`config.mk`:
```
export PLATFORM = sky130hd
export DESIGN_NAME = lpif_txrx_x1_h1_master_top
export DESIGN_NICKNAME = d
export VERILOG_FILES = /design/src/verilog/lpif_pkg.sv /design/src/verilog/lpif_sync_if.sv /design/src/verilog/ll_auto_sync.sv /design/src/verilog/lpif_txrx_x1_h1_master_name.sv /design/src/verilog/lpif_txrx_x1_h1_master_concat.sv /design/src/verilog/lpif_txrx_x1_h1_master_top.sv
export SDC_FILE = /design/constraint.sdc
export NUM_CORES = 1
export LEC_CHECK = 0
export BUFFER_PORTS_ARGS = -buffer_cell sky130_fd_sc_hd__buf_2
export CAP_MARGIN = 10
export CORE_AREA = 2 2 202 204
export DETAILED_ROUTE_END_ITERATION = 16
export DIE_AREA = 0 0 204 206
export GPL_TIMING_DRIVEN = 0
export HOLD_SLACK_MARGIN = 0.15
export PLACE_DENSITY = 0.59
export SLEW_MARGIN = 20
export SYNTH_ARGS = -nofsm -noshare
export SYNTH_HDL_FRONTEND = slang
export SYNTH_SLANG_ARGS = --single-unit
```
`constraint.sdc`:
```
create_clock -name clk_wr -period 4.1 [get_ports clk_wr]
set_input_delay 0.82 -clock clk_wr [delete_from_list [all_inputs] [get_ports clk_wr]]
set_output_delay 0.82 -clock clk_wr [all_outputs]
set_load 0.05 [all_outputs]
```
`src/verilog/lpif_pkg.sv`:
```
`default_nettype none

package lpif_pkg;

  ////////////////////////////////////////////////////////////////////////////
  // Logic-link word and PHY channel widths

  localparam int LLINK_W  = 89;
  localparam int PHY_W    = 80;

  // LPIF field widths
  localparam int STATE_W  = 4;
  localparam int PROTID_W = 2;
  localparam int DATA_W   = 64;
  localparam int CRC_W    = 16;

  ////////////////////////////////////////////////////////////////////////////
  // Field offsets inside the logic-link word

  localparam int OFS_VALID     = 0;
  localparam int OFS_CRC_VALID = 1;
  localparam int OFS_CRC       = 2;
  localparam int OFS_DVALID    = 18;
  localparam int OFS_DATA      = 19;
  localparam int OFS_PROTID    = 83;
  localparam int OFS_STATE     = 85;

  ////////////////////////////////////////////////////////////////////////////
  // PHY channel layout

  // Word bits per channel payload
  localparam int CH_PAYLOAD_W = 45;
  // Word bits actually used by channel 1
  localparam int CH1_USED_W   = LLINK_W - CH_PAYLOAD_W;
  localparam int STB_BIT      = 78;
  localparam int MRK_BIT      = 79;
  // One marker per channel
  localparam int MRK_W        = 2;

  // Online delay values
  localparam int DELAY_W      = 8;

endpackage

`default_nettype wire

```
`src/verilog/lpif_sync_if.sv`:
```
`timescale 1ns/1ns
`default_nettype none

interface lpif_sync_if;
  import lpif_pkg::*;

  // Qualified online levels
  logic             tx_online;
  logic             rx_online;

  // Persistent user bits for the PHY frames
  logic [MRK_W-1:0] mrk_userbit;
  logic             stb_userbit;

  // Auto sync side
  modport src    (output tx_online, rx_online, mrk_userbit, stb_userbit);

  // PHY framing side
  modport tx_dst (input tx_online, mrk_userbit, stb_userbit);

  // Upstream unpack side
  modport rx_dst (input rx_online);

endinterface

`default_nettype wire

```
`src/verilog/ll_auto_sync.sv`:
```
`timescale 1ns/1ns
`default_nettype none

module ll_auto_sync (
  input  logic                         clk_wr,
  input  logic                         rst,

  // Raw online levels
  input  logic                         tx_online,
  input  logic                         rx_online,

  // Programmable qualification delays
  input  logic [lpif_pkg::DELAY_W-1:0] delay_x_value,
  input  logic [lpif_pkg::DELAY_W-1:0] delay_xz_value,
  input  logic [lpif_pkg::DELAY_W-1:0] delay_yz_value,

  lpif_sync_if.src                     sync
);
  import lpif_pkg::*;

  // Cycles rx_online sampled high
  logic [DELAY_W-1:0] x_cnt;
  logic [DELAY_W-1:0] x_cnt_nxt;
  // Cycles tx_online sampled high
  logic [DELAY_W-1:0] xz_cnt;
  logic [DELAY_W-1:0] xz_cnt_nxt;
  // Cycles qualified rx online has been high
  logic [DELAY_W-1:0] yz_cnt;
  logic [DELAY_W-1:0] yz_cnt_nxt;

  logic               rx_q;
  logic               rx_q_nxt;
  logic               tx_q;
  logic               tx_q_nxt;

  // Count up and hold at all ones
  function automatic logic [DELAY_W-1:0] sat_inc(input logic [DELAY_W-1:0] cnt);
    logic [DELAY_W-1:0] res;
    if (&cnt) begin
      res = cnt;
    end else begin
      res = cnt + DELAY_W'(1);
    end
    return res;
  endfunction

  ////////////////////////////////////////////////////////////////////////////
  // Qualification counters

  always_comb begin
    // Receive side
    x_cnt_nxt  = rx_online ? sat_inc(x_cnt) : '0;
    rx_q_nxt   = rx_online && (x_cnt_nxt >= delay_x_value);

    // Transmit side, own level
    xz_cnt_nxt = tx_online ? sat_inc(xz_cnt) : '0;

    // Transmit side, time since receive came up
    yz_cnt_nxt = rx_q ? sat_inc(yz_cnt) : '0;

    // Both conditions, and receive must stay up on this edge too
    tx_q_nxt   = tx_online && rx_q && rx_q_nxt &&
                 (xz_cnt_nxt >= delay_xz_value) &&
                 (yz_cnt_nxt >= delay_yz_value);
  end

  always_ff @(posedge clk_wr) begin
    if (rst) begin
      x_cnt  <= '0;
      xz_cnt <= '0;
      yz_cnt <= '0;
      rx_q   <= 1'b0;
      tx_q   <= 1'b0;
    end else begin
      x_cnt  <= x_cnt_nxt;
      xz_cnt <= xz_cnt_nxt;
      yz_cnt <= yz_cnt_nxt;
      rx_q   <= rx_q_nxt;
      tx_q   <= tx_q_nxt;
    end
  end

  ////////////////////////////////////////////////////////////////////////////
  // Outputs

  assign sync.rx_online   = rx_q;
  assign sync.tx_online   = tx_q;

  // Persistent strobe and marker while transmit is up
  assign sync.stb_userbit = tx_q;
  assign sync.mrk_userbit = {MRK_W{tx_q}};

  // Transmit never qualified without a qualified receive side
  a_tx_needs_rx: assert property (
    @(posedge clk_wr) disable iff (rst) tx_q |-> rx_q
  ) else $error("tx online qualified while rx online is low");

endmodule

`default_nettype wire

```
`src/verilog/lpif_txrx_x1_h1_master_name.sv`:
```
`timescale 1ns/1ns
`default_nettype none

module lpif_txrx_x1_h1_master_name (
  input  logic                          clk_wr,
  input  logic                          rst,
  input  logic                          m_gen2_mode,

  // Downstream LPIF beat
  input  logic [lpif_pkg::STATE_W-1:0]  dstrm_state,
  input  logic [lpif_pkg::PROTID_W-1:0] dstrm_protid,
  input  logic [lpif_pkg::DATA_W-1:0]   dstrm_data,
  input  logic                          dstrm_dvalid,
  input  logic [lpif_pkg::CRC_W-1:0]    dstrm_crc,
  input  logic                          dstrm_crc_valid,
  input  logic                          dstrm_valid,

  // Upstream LPIF beat
  output logic [lpif_pkg::STATE_W-1:0]  ustrm_state,
  output logic [lpif_pkg::PROTID_W-1:0] ustrm_protid,
  output logic [lpif_pkg::DATA_W-1:0]   ustrm_data,
  output logic                          ustrm_dvalid,
  output logic [lpif_pkg::CRC_W-1:0]    ustrm_crc,
  output logic                          ustrm_crc_valid,
  output logic                          ustrm_valid,

  // Logic-link words
  output logic [lpif_pkg::LLINK_W-1:0]  tx_word,
  input  logic [lpif_pkg::LLINK_W-1:0]  rx_word,

  lpif_sync_if.rx_dst                   sync
);
  import lpif_pkg::*;

  logic [LLINK_W-1:0] tx_word_nxt;

  ////////////////////////////////////////////////////////////////////////////
  // Downstream pack

  always_comb begin
    tx_word_nxt                          = '0;
    tx_word_nxt[OFS_VALID]               = dstrm_valid;
    tx_word_nxt[OFS_DVALID]              = dstrm_dvalid;
    tx_word_nxt[OFS_DATA +: DATA_W]      = dstrm_data;
    tx_word_nxt[OFS_PROTID +: PROTID_W]  = dstrm_protid;
    tx_word_nxt[OFS_STATE +: STATE_W]    = dstrm_state;
    // CRC fields only carried in gen2
    if (m_gen2_mode) begin
      tx_word_nxt[OFS_CRC +: CRC_W]      = dstrm_crc;
      tx_word_nxt[OFS_CRC_VALID]         = dstrm_crc_valid;
    end
  end

  // One stage toward the PHY framing
  always_ff @(posedge clk_wr) begin
    tx_word <= tx_word_nxt;
  end

  ////////////////////////////////////////////////////////////////////////////
  // Upstream unpack

  always_ff @(posedge clk_wr) begin
    if (rst || !sync.rx_online) begin
      // Quiet upstream until receive is qualified
      ustrm_state     <= '0;
      ustrm_protid    <= '0;
      ustrm_data      <= '0;
      ustrm_dvalid    <= 1'b0;
      ustrm_crc       <= '0;
      ustrm_crc_valid <= 1'b0;
      ustrm_valid     <= 1'b0;
    end else begin
      ustrm_state     <= rx_word[OFS_STATE +: STATE_W];
      ustrm_protid    <= rx_word[OFS_PROTID +: PROTID_W];
      ustrm_data      <= rx_word[OFS_DATA +: DATA_W];
      ustrm_dvalid    <= rx_word[OFS_DVALID];
      ustrm_valid     <= rx_word[OFS_VALID];
      // Gen1 reads CRC as zero
      ustrm_crc       <= m_gen2_mode ? rx_word[OFS_CRC +: CRC_W] : '0;
      ustrm_crc_valid <= m_gen2_mode & rx_word[OFS_CRC_VALID];
    end
  end

  // CRC valid only rises out of a gen2 cycle
  a_no_crc_gen1: assert property (
    @(posedge clk_wr) disable iff (rst)
      $rose(ustrm_crc_valid) |-> $past(m_gen2_mode)
  ) else $error("ustrm_crc_valid rose in gen1 mode");

endmodule

`default_nettype wire

```
`src/verilog/lpif_txrx_x1_h1_master_concat.sv`:
```
`timescale 1ns/1ns
`default_nettype none

module lpif_txrx_x1_h1_master_concat (
  input  logic                         clk_wr,
  input  logic                         rst,

  // Logic-link words
  input  logic [lpif_pkg::LLINK_W-1:0] tx_word,
  output logic [lpif_pkg::LLINK_W-1:0] rx_word,

  // PHY channels
  output logic [lpif_pkg::PHY_W-1:0]   tx_phy0,
  output logic [lpif_pkg::PHY_W-1:0]   tx_phy1,
  input  logic [lpif_pkg::PHY_W-1:0]   rx_phy0,
  input  logic [lpif_pkg::PHY_W-1:0]   rx_phy1,

  lpif_sync_if.tx_dst                  sync
);
  import lpif_pkg::*;

  logic [CH_PAYLOAD_W-1:0] ch0_payload;
  logic [CH_PAYLOAD_W-1:0] ch1_payload;
  logic                    rx_stb_ok;
  logic [LLINK_W-1:0]      rx_word_nxt;

  // One channel frame
  // payload in the low bits, strobe and marker on top
  function automatic logic [PHY_W-1:0] build_frame(
    input logic [CH_PAYLOAD_W-1:0] payload,
    input logic                    stb,
    input logic                    mrk
  );
    logic [PHY_W-1:0] frame;
    frame                     = '0;
    frame[CH_PAYLOAD_W-1:0]   = payload;
    frame[STB_BIT]            = stb;
    frame[MRK_BIT]            = mrk;
    return frame;
  endfunction

  ////////////////////////////////////////////////////////////////////////////
  // Transmit split

  // Channel 0 gets the low word bits
  assign ch0_payload = tx_word[CH_PAYLOAD_W-1:0];

  // Channel 1 gets the rest, top payload bit padded with zero
  assign ch1_payload = {{(CH_PAYLOAD_W - CH1_USED_W){1'b0}},
                        tx_word[CH_PAYLOAD_W +: CH1_USED_W]};

  always_ff @(posedge clk_wr) begin
    if (rst || !sync.tx_online) begin
      // Idle PHY until transmit is qualified
      tx_phy0 <= '0;
      tx_phy1 <= '0;
    end else begin
      tx_phy0 <= build_frame(ch0_payload, sync.stb_userbit, sync.mrk_userbit[0]);
      tx_phy1 <= build_frame(ch1_payload, sync.stb_userbit, sync.mrk_userbit[1]);
    end
  end

  ////////////////////////////////////////////////////////////////////////////
  // Receive join

  // Both channels must show strobe
  assign rx_stb_ok = rx_phy0[STB_BIT] & rx_phy1[STB_BIT];

  always_comb begin
    if (rx_stb_ok) begin
      rx_word_nxt = {rx_phy1[CH1_USED_W-1:0], rx_phy0[CH_PAYLOAD_W-1:0]};
    end else begin
      rx_word_nxt = '0;
    end
  end

  // One stage toward upstream unpack
  always_ff @(posedge clk_wr) begin
    rx_word <= rx_word_nxt;
  end

  // Offline transmit leaves both channels idle on the next cycle
  a_tx_idle_offline: assert property (
    @(posedge clk_wr) disable iff (rst)
      !sync.tx_online |=> (tx_phy0 == '0) && (tx_phy1 == '0)
  ) else $error("tx_phy active after tx online was low");

endmodule

`default_nettype wire

```
`src/verilog/lpif_txrx_x1_h1_master_top.sv`:
```
`timescale 1ns/1ns
`default_nettype none

module lpif_txrx_x1_h1_master_top (
  input  logic                          clk_wr,
  input  logic                          rst,

  // Raw online levels
  input  logic                          tx_online,
  input  logic                          rx_online,

  // Online qualification delays
  input  logic [lpif_pkg::DELAY_W-1:0]  delay_x_value,
  input  logic [lpif_pkg::DELAY_W-1:0]  delay_xz_value,
  input  logic [lpif_pkg::DELAY_W-1:0]  delay_yz_value,

  input  logic                          m_gen2_mode,

  // PHY channels
  output logic [lpif_pkg::PHY_W-1:0]    tx_phy0,
  input  logic [lpif_pkg::PHY_W-1:0]    rx_phy0,
  output logic [lpif_pkg::PHY_W-1:0]    tx_phy1,
  input  logic [lpif_pkg::PHY_W-1:0]    rx_phy1,

  // Downstream LPIF
  input  logic [lpif_pkg::STATE_W-1:0]  dstrm_state,
  input  logic [lpif_pkg::PROTID_W-1:0] dstrm_protid,
  input  logic [lpif_pkg::DATA_W-1:0]   dstrm_data,
  input  logic                          dstrm_dvalid,
  input  logic [lpif_pkg::CRC_W-1:0]    dstrm_crc,
  input  logic                          dstrm_crc_valid,
  input  logic                          dstrm_valid,

  // Upstream LPIF
  output logic [lpif_pkg::STATE_W-1:0]  ustrm_state,
  output logic [lpif_pkg::PROTID_W-1:0] ustrm_protid,
  output logic [lpif_pkg::DATA_W-1:0]   ustrm_data,
  output logic                          ustrm_dvalid,
  output logic [lpif_pkg::CRC_W-1:0]    ustrm_crc,
  output logic                          ustrm_crc_valid,
  output logic                          ustrm_valid
);
  import lpif_pkg::*;

  // Logic-link words between unpack and PHY framing
  logic [LLINK_W-1:0] tx_word;
  logic [LLINK_W-1:0] rx_word;

  lpif_sync_if sync_if ();

  ////////////////////////////////////////////////////////////////////////////
  // Online qualification

  ll_auto_sync ll_auto_sync_i (
    .clk_wr          (clk_wr),
    .rst             (rst),
    .tx_online       (tx_online),
    .rx_online       (rx_online),
    .delay_x_value   (delay_x_value),
    .delay_xz_value  (delay_xz_value),
    .delay_yz_value  (delay_yz_value),
    .sync            (sync_if.src)
  );

  ////////////////////////////////////////////////////////////////////////////
  // LPIF field mapping

  lpif_txrx_x1_h1_master_name lpif_txrx_x1_h1_master_name_i (
    .clk_wr          (clk_wr),
    .rst             (rst),
    .m_gen2_mode     (m_gen2_mode),
    .dstrm_state     (dstrm_state),
    .dstrm_protid    (dstrm_protid),
    .dstrm_data      (dstrm_data),
    .dstrm_dvalid    (dstrm_dvalid),
    .dstrm_crc       (dstrm_crc),
    .dstrm_crc_valid (dstrm_crc_valid),
    .dstrm_valid     (dstrm_valid),
    .ustrm_state     (ustrm_state),
    .ustrm_protid    (ustrm_protid),
    .ustrm_data      (ustrm_data),
    .ustrm_dvalid    (ustrm_dvalid),
    .ustrm_crc       (ustrm_crc),
    .ustrm_crc_valid (ustrm_crc_valid),
    .ustrm_valid     (ustrm_valid),
    .tx_word         (tx_word),
    .rx_word         (rx_word),
    .sync            (sync_if.rx_dst)
  );

  ////////////////////////////////////////////////////////////////////////////
  // PHY framing

  lpif_txrx_x1_h1_master_concat lpif_txrx_x1_h1_master_concat_i (
    .clk_wr          (clk_wr),
    .rst             (rst),
    .tx_word         (tx_word),
    .rx_word         (rx_word),
    .tx_phy0         (tx_phy0),
    .tx_phy1         (tx_phy1),
    .rx_phy0         (rx_phy0),
    .rx_phy1         (rx_phy1),
    .sync            (sync_if.tx_dst)
  );

endmodule

`default_nettype wire

```
After elaboration in Yosys (flattened, before gate mapping)
Cells that the tools add are included.
{ "totals": {"register_bits": 451, "output_inout_bits": 249, "inputBits": 278, "wordCells": 47} }
{ "op_classes": {"n_reduce_logical": 13, "magnitude_cmp": 3, "n_mux": 6, "bitwise": 3, "add_sub_neg": 3} }
{ "ops": {"columns": ["operator", "count"], "rows": [
  ["2-to-1 mux 8 bit", 6],
  ["adder 8 x 1 -> 8 bit (second input constant)", 3],
  [">= comparator 8 bit", 3],
  ["AND reduction 8 bit", 3],
  ["logical AND 1 bit", 5],
  ["AND 1 bit", 2],
  ["logical NOT 1 bit", 2],
  ["logical OR 1 bit", 2],
  ["OR reduction 2 bit", 1],
  ["inverter 1 bit", 1]
]} }

Depth between registers and ports, before layout
Gate-level depths: netlist of the first run.
{ "logic_depth": {"word_depth": 8, "depth_mapped": 10, "mapped_depth_nobuf": 10} }

Hierarchy
From an unflattened synthesis of the first run, not the netlist that was laid out.
{ "unflattened": {"hier_cells": 1004, "hier_area_um2": 12225.5} }
{ "by_module_without_submodules": {"columns": ["mod", "area_each_um2", "cells_each", "seq_area_each_um2", "n_inst"], "rows": [
  ["lpif_txrx_x1_h1_master_concat", 5714.2, 469, 3623.5, 1],
  ["lpif_txrx_x1_h1_master_name", 4596.9, 305, 3563.4, 1],
  ["ll_auto_sync", 1914.3, 230, 520.5, 1]
]} }

Worst setup path after synthesis of the first run
No wires, ideal clock.
{ "synth_path": {"path_type": "flip-flop to flip-flop", "from": "register ll_auto_sync_i.yz_cnt[0]", "to": "register ll_auto_sync_i.tx_q (netlist: ll_auto_sync_i.sync.stb_userbit)", "period_less_slack_ps": 2242, "path_stages_with_launch": 11, "t_arrival_ps": 2126, "required_ps": 3984, "path_buffers": 0, "setup_time_ps": 116, "slack_ps": 1858, "cell_sequence": "dfxtp_1 -> ha_1 -> nand3_4 -> nor3_4 -> xnor2_1 -> nand2_1 -> ha_1 -> nand2b_1 -> a2111oi_0 -> o31a_1 -> nor4_2"} }
{ "synth_via": {"elab_chain_len": 5, "word_cells_on_any_way": 6, "cone_classes": "add/sub (1); order compare (1); mux (2); reduce/logical (2)"} }
{ "synth_rtl": {"columns": ["element", "line", "rtl"], "rows": [
  ["start: declaration", "ll_auto_sync.sv:28", "logic [DELAY_W-1:0] yz_cnt;"],
  ["start signal: assignment", "ll_auto_sync.sv:77", "yz_cnt <= yz_cnt_nxt;"],
  ["adder 8 x 1 -> 8 bit / AND reduction 8 bit (equally long branches)", "ll_auto_sync.sv:42, ll_auto_sync.sv:39", null],
  ["2-to-1 mux 8 bit (*)", "ll_auto_sync.sv:39", "if (&cnt) begin"],
  ["2-to-1 mux 8 bit (*)", "ll_auto_sync.sv:59", "yz_cnt_nxt = rx_q ? sat_inc(yz_cnt) : '0;"],
  [">= comparator 8 bit (*)", "ll_auto_sync.sv:64", "(yz_cnt_nxt >= delay_yz_value);"],
  ["logical AND 1 bit (*)", "ll_auto_sync.sv:63", "(xz_cnt_nxt >= delay_xz_value) &&"],
  ["end signal: assignment", "ll_auto_sync.sv:79", "tx_q <= tx_q_nxt;"],
  ["end: declaration", "ll_auto_sync.sv:33", "logic tx_q;"]
]} }
Mark *: on every way between the ends. The rest lies on a longest branch, timed or not.
A chain may end at the register's enable or synchronous reset.

Final worst setup path of the first run
{ "layout_path": {"from": "register ll_auto_sync_i.xz_cnt[0]", "to": "register ll_auto_sync_i.tx_q (netlist: ll_auto_sync_i.sync.stb_userbit)"} }
{ "layout_via": {"elab_chain_len": 6, "word_cells_on_any_way": 7, "cone_classes": "add/sub (1); order compare (1); mux (2); reduce/logical (3)"} }
{ "layout_rtl": {"columns": ["element", "line", "rtl"], "rows": [
  ["start: declaration", "ll_auto_sync.sv:25", "logic [DELAY_W-1:0] xz_cnt;"],
  ["start signal: assignment", "ll_auto_sync.sv:76", "xz_cnt <= xz_cnt_nxt;"],
  ["adder 8 x 1 -> 8 bit / AND reduction 8 bit (equally long branches)", "ll_auto_sync.sv:42, ll_auto_sync.sv:39", null],
  ["2-to-1 mux 8 bit (*)", "ll_auto_sync.sv:39", null],
  ["2-to-1 mux 8 bit (*)", "ll_auto_sync.sv:56", "xz_cnt_nxt = tx_online ? sat_inc(xz_cnt) : '0;"],
  ["named net ll_auto_sync_i.xz_cnt_nxt[5]", "ll_auto_sync.sv:26", "logic [DELAY_W-1:0] xz_cnt_nxt;"],
  [">= comparator 8 bit (*)", "ll_auto_sync.sv:63", null],
  ["logical AND 1 bit (*)", "ll_auto_sync.sv:62", "tx_q_nxt = tx_online && rx_q && rx_q_nxt &&"],
  ["logical AND 1 bit (*)", "ll_auto_sync.sv:63", null]
]} }
Mark *: on every way through the listed nets, which the timed path passes. The rest lies on a longest branch.

==> metrics.txt, run 1 <==
routed len/inst=14.60 µm; most frequent CP cell=ha_1; EDFF count, synth=0; final hold vios=0; Critical Setup Path Class=reg -> reg; achievable clock frequency=374.6 MHz; GRT Residual Overflow=0; first-pass GRT wire length=43,680 µm; clock skew=0.01771 ns; fin crit share=0.6510; proportion of layout cells with a drive suffix above 1=0.3544; slowest CP cell=dfxtp_1; gpl congestion=0.8166; final setup violating endpoints=0; Port Buffers=388; Power Total=0.008089 W; setup_tns=0 ns; largest net degree at the start of global routing=15; Mean Syn Cell Area=11.66 µm²; CTS tree=done; Worst path max stage delay=0.36 ns; initial antenna violation count=7; VDD IR-drop max=0.0002836 V; cell taking the most area after synthesis=dfxtp_1; Layout Nets=1,794; CP arrival=3.09 ns; Total GRT Usage=0.1364; First DRT Iteration DRCs=229; Cell Rows=74; Synth top cells by count=383 x dfxtp_1, 187 x and3_1, 111 x and2_1, 70 x buf_4, 46 x clkbuf_1; Initial Util=0.2882; Pwr Density=509.6 nW/µm²; quantity of gates resized following cts=0; Clock transition at path regs=0.06 ns; count leader, synth=dfxtp_1; hold_ws=0.3856 ns; I/O pins=527; WL final=29,930 µm; Final HPWL DP=23,130 µm; Critical Path RT=4.52 ns; DIE WIDTH=204 µm; hold crit path type=in -> reg; clock buffer count from CTS=40; Slew Limit Headroom=0.5662; worst skew pair latency=0.53 ns; status=completed; vias per cell=4.068; cts hold-fix bufs=0; final std cells w/o fill=2,050; Leak=8.381 nW; clock root buffer master=clkbuf_16; H-tree depth=2; largest cells by area after synthesis=dfxtp_1 66%, and3_1 10%, and2_1 6.0%; CP max FO=6; top-area cell type share of the netlist area=0.6620; Cells after Synth=993; Post CTS Setup Buffer Count=0; DRT Pass-1 Iters=4; area of the die=42,020 µm²; final worst path period need=2.669 ns; RSZ-0062 raised after global routing=false; Routed Antenna Nets=0; Slew Limit Fails=0; CP Buf/Inv Count=0; CP delay by family, top=compound AO/OA/AOI/OAI gates; Diodes inserted=0; CTS Sinks=383; Area growth, synth to finish=37.05%; Main synth FF type=dfxtp_1; Post-route DRC=0; Synth Register Bits=383; placed cells=1,979; vias in the first global route=8,122; CP endpoint kind=register; core area=40,180 µm²; synthesized area=11,580 µm²; Post-synth ARST share=0; Ys Warns=0; final core occ=0.3950; max cap viols=0; Startpoint Class=register; Synth cell types=49; via count=8,339; worst path cell trace=ha_1, and2_0, nand3_2, a211oi_1, ha_1, and3_1, a221oi_1, o31a_1, nor4_2; sequential fraction of the synthesis area=0.6620; Die H=206 µm; clock buffer depth=3; worst slew pin tran=0.6507 ns
## metal layers
layer,vias up,GRT usage,part of all wire
met5,-,0,0.0029
met4,14,0.06004,0.032
met3,69,0.06496,0.12
met2,379,0.2318,0.46
met1,3739,0.1439,0.39
li1,4138,-,-
## cell usage in the layout (no fill, tap or decap), types with 4 or more instances in the layout
cell type / synthesis / routed
xnor2_1: 4 / 4
ha_1: 27 / 27
inv_1: 22 / 22
clkinv_2: 0 / 4
conb_1: 1 / 67
mux2i_1: 5 / 5
clkbuf_8: 0 / 9
buf_4: 70 / 70
clkbuf_1: 46 / 52
nand2_1: 15 / 15
and2_1: 111 / 111
dfxtp_1: 383 / 383
buf_2: 2 / 390
clkbuf_16: 0 / 41
nand2b_1: 4 / 4
xor2_1: 6 / 6
nand3_1: 10 / 10
bufinv_16: 0 / 7
nor2b_1: 4 / 4
and3_1: 187 / 187
nor2_1: 31 / 31
a21oi_1: 11 / 11
o21a_1: 4 / 4
## worst paths after layout
path,cells after the start,to,slack (ns),from
worst min-delay path,1,lpif_txrx_x1_h1_master_name_i.tx_word[88]$_DFF_P_,0.39,dstrm_state[3]
worst max register to register,9,ll_auto_sync_i.sync.stb_userbit$_SDFF_PP0_,1.43,ll_auto_sync_i.xz_cnt[0]$_SDFF_PP0_
worst max-delay path,9,ll_auto_sync_i.sync.stb_userbit$_SDFF_PP0_,1.43,ll_auto_sync_i.xz_cnt[0]$_SDFF_PP0_
worst min register to register,1,lpif_txrx_x1_h1_master_concat_i.tx_phy0[19]$_SDFF_PP0_,0.42,lpif_txrx_x1_h1_master_name_i.tx_word[19]$_DFF_P_
## final cells by class
type / count / area, µm²
plain buffers: 119 / 713.2
clock buffers: 56 / 1172
clock inverters: 15 / 264.0
fillers: 3958 / 24310
inverters: 24 / 90.09
multi-input cells: 533 / 3359
flip-flops and latches: 383 / 7667
well taps: 532 / 665.6
repair buffers: 388 / 1942
## state kept, by name (all words and copies together), names as in the netlist, 2 cells and up
| register | count |
|---|---|
| lpif_txrx_x1_h1_master_name_i.ustrm_state | 4 |
| ll_auto_sync_i.xz_cnt | 8 |
| lpif_txrx_x1_h1_master_name_i.ustrm_protid | 2 |
| lpif_txrx_x1_h1_master_name_i.ustrm_crc | 16 |
| ll_auto_sync_i.x_cnt | 8 |
| lpif_txrx_x1_h1_master_name_i.ustrm_data | 64 |
| ll_auto_sync_i.yz_cnt | 8 |
| lpif_txrx_x1_h1_master_concat_i.rx_word | 89 |
| lpif_txrx_x1_h1_master_name_i.tx_word | 89 |
| lpif_txrx_x1_h1_master_concat_i.tx_phy0 | 45 |
| lpif_txrx_x1_h1_master_concat_i.tx_phy1 | 45 |
## cell families (layout without fill, tap and decap cells)
family,after synthesis,count (layout),share of synthesized area
other,1,67,0.0003238
multiplexers,5,5,0.004321
AND/OR/NAND/NOR,387,387,0.2044
buffers and inverters,143,602,0.06935
flip-flops,383,383,0.6620
adder cells (fa/ha/maj),27,27,0.02917
XOR/XNOR,10,10,0.007561
AO/OA/AOI/OAI,37,37,0.02290
## power by group
group	internal (W)	switching [W]	total (W)
combinational	0.000155	0.000241	0.000395
clock	0.00244	0.00143	0.00387
sequential	0.00380	0.0000191	0.00382
total	0.00640	0.00169	0.00809
## per-stage QoR
stage | setup slack [ns] | area [µm²]
detailed placement | 1.431 | 14440
CTS | 1.450 | 15870
global route | 1.236 | 15870
floorplan | 1.858 | 11830
global placement | 1.457 | 14440
finish | 1.431 | 15870
No activity file was read; power rests on OpenSTA's default activity.
==> run 2, diff against run 1 <==
- CORE_AREA: 2 2 202 204 -> 2 2 208 210
- DIE_AREA: 0 0 204 206 -> 0 0 210 212
- PLACE_DENSITY: 0.59 -> 0.58
- clock period: 4.1 -> 2.2 ns (I/O delays scaled with it)
==> run 2 against run 1 <==
Compared with the run above: the flow now finishes with violations (setup timing); sequential share of layout area down 5.2 points; worst hold slack got worse by 0.20 ns; first-iteration DRC count is 28% higher; via count increased by 7.9%; clock power is 78% higher; utilization grew 2.5 points; setup slack worse by 1.5 ns; critical path type unchanged; largest cell class unchanged.
==> metrics.txt, run 2 (synthesis gave the netlist of run 1 again) <==
status=finished with violations; violated checks=setup timing; CP max FO=4 (-2); Slew Limit Fails=0 (unchanged); clock skew=0.009570 ns (-0.008139 ns); VDD IR-drop max=0.0005792 V (+100%); core area=42,510 µm² (+5.8%); Startpoint Class=register; Setup WS pre-CTS=-0.2885 ns (-1.719 ns); final instance area=17,850 µm² (+12%); Fillers=3,971 (+0.33%); fin crit share=1.027 (+0.3756); biggest regs=lpif_txrx_x1_h1_master_concat_i.rx_word: 89 flops, lpif_txrx_x1_h1_master_name_i.tx_word: 89 flops, lpif_txrx_x1_h1_master_name_i.ustrm_data: 64 flops; setup_tns=-0.06637 ns (-0.06637 ns); Die H=212 µm (+2.9%); DIE WIDTH=210 µm (+2.9%); Total GRT Usage=0.1404 (+0.004030); max cap viols=0 (unchanged); Critical Path RT=2.65 ns (-1.87 ns); clock buffer depth=3 (unchanged); First DRT Iteration DRCs=292 (+28%); initial antenna violation count=1 (-6); Port Buffers=388 (unchanged); achievable clock frequency=442.8 MHz (+18%); Critical Setup Path Class=reg -> reg; gpl congestion=0.7671 (-6.1%); CTS Sinks=383 (unchanged); Pwr Density=842.3 nW/µm² (+65%); final worst slack=-0.05860 ns (-1.489 ns); first-pass GRT wire length=48,730 µm (+12%); Diodes inserted=0 (unchanged); largest net degree at the start of global routing=15 (unchanged); commonest non-fill, non-tap cell in the layout=buf_2; final hold vios=0 (unchanged); area of the multi-input gates=3588 µm² (+6.8%); area of the die=44,520 µm² (+5.9%); hold crit path type=in -> reg; most frequent cells in the layout=390 x buf_2, 371 x dfxtp_1, 186 x and3_1; RSZ-0062 raised after global routing=true; worst skew pair latency=0.53 ns (about the same); I/O pins=527 (unchanged); Clock transition at path regs=0.06 ns (about the same); GRT Residual Overflow=0 (unchanged); CP endpoint kind=register; worst slew pin tran=0.6684 ns (+0.01764 ns); H-tree depth=2 (unchanged); Leak=9.143 nW (+9.1%); CP arrival=2.71 ns (-0.38 ns); Area growth, synth to finish=54.13%; proportion of layout cells with a drive suffix above 1=0.3418 (-0.01263); FF+latch area=7697 µm² (+0.39%); DRT Pass-1 Iters=4 (unchanged); Area after DPL=14,460 µm² (+0.17%); clock root buffer master=clkbuf_16; Layout Nets=1,974 (+10%); via count=9,001 (+7.9%); final setup violating endpoints=2 (+2); Cell Rows=76 (+2.7%); Post-route DRC=0 (unchanged); clock buffer count from CTS=41 (+2.5%); Slew Limit Headroom=0.5544 (-0.01176); vias in the first global route=9,211 (+13%); Routed Antenna Nets=0 (unchanged); final worst path period need=2.259 ns (-0.4106 ns); vias per cell=4.013 (-1.3%); routed len/inst=14.55 µm (-0.35%); CTS tree=done; Initial Util=0.2725 (-0.01575); WL final=32,640 µm (+9.0%); Final HPWL DP=23,290 µm (+0.70%)
-- run 2: final timing paths --
kind                                                  startpoint                                               endpoint  slack [ns]  cells after the start
max                          ll_auto_sync_i.yz_cnt[1]$_SDFF_PP0_             ll_auto_sync_i.sync.stb_userbit$_SDFF_PP0_       -0.06                     11
min                                                   rx_phy0[0]  lpif_txrx_x1_h1_master_concat_i.rx_word[0]$_SDFF_PN0_        0.19                      2
max reg2reg                  ll_auto_sync_i.yz_cnt[1]$_SDFF_PP0_             ll_auto_sync_i.sync.stb_userbit$_SDFF_PP0_       -0.06                     11
min reg2reg  lpif_txrx_x1_h1_master_name_i.tx_word[5]$_SDFF_PN0_  lpif_txrx_x1_h1_master_concat_i.tx_phy0[5]$_SDFF_PP0_        0.42                      1
-- run 2: worst max-delay path, cell delays in order (launching register included) --
cell     delay (ns)
dfxtp_4        0.37
ha_4           0.15
nand3_4        0.11
buf_6          0.16
o31ai_4        0.23
xor2_1         0.24
nor2_1         0.07
ha_1           0.28
o21a_1         0.11
nor2_1         0.04
o31a_1         0.28
nor4_2         0.12
-- run 2: routing by layer --
metal / GRT usage / share of wire / vias up
met4: 0.06628 / 0.038 / 2
met5: 0 / 0.00040 / -
met2: 0.2480 / 0.48 / 384
met1: 0.1475 / 0.39 / 4044
met3: 0.05362 / 0.090 / 83
li1: - / - / 4488
-- run 2: what timing repair did --
action                                 in CTS  in global routing
gates cloned                                0                  0
gates resized for setup                    31                 28
setup endpoints to repair                   2                  2
endpoints found under the hold margin     174                  0
hold buffers                              174                  0
pin swaps                                  13                 12
buffers inserted                            4                  1
-- run 2: report_power, final --
group | leakage, nW | total, W | switching, W | internal [W]
sequential | 3.14 | 0.00713 | 0.0000400 | 0.00709
combinational | 5.34 | 0.00103 | 0.000513 | 0.000514
clock | 0.660 | 0.00688 | 0.00271 | 0.00418
total | 9.14 | 0.0150 | 0.00326 | 0.0118
-- run 2: final cells by class --
type,count,share of cell area
clock buffers,58,0.06553
flip-flops and latches,383,0.4312
plain buffers,119,0.04002
clock inverters,13,0.01030
well taps,546,0.03827
multi-input cells,533,0.2010
inverters,24,0.005046
repair buffers,567,0.2086
-- run 2: per-stage QoR --
step             util  instances  total power (W)  hold WS (ns)
2_1_floorplan       -       1059         0.007755        0.4057
3_3_place_gp   0.3403       1993         0.008005        0.4074
3_5_place_dp   0.3403       1993         0.008020        0.4097
4_1_cts        0.4168       2242          0.01520        0.1506
5_1_grt        0.4200       2243          0.01560        0.1582
6_report       0.4200       2243          0.01504        0.1875
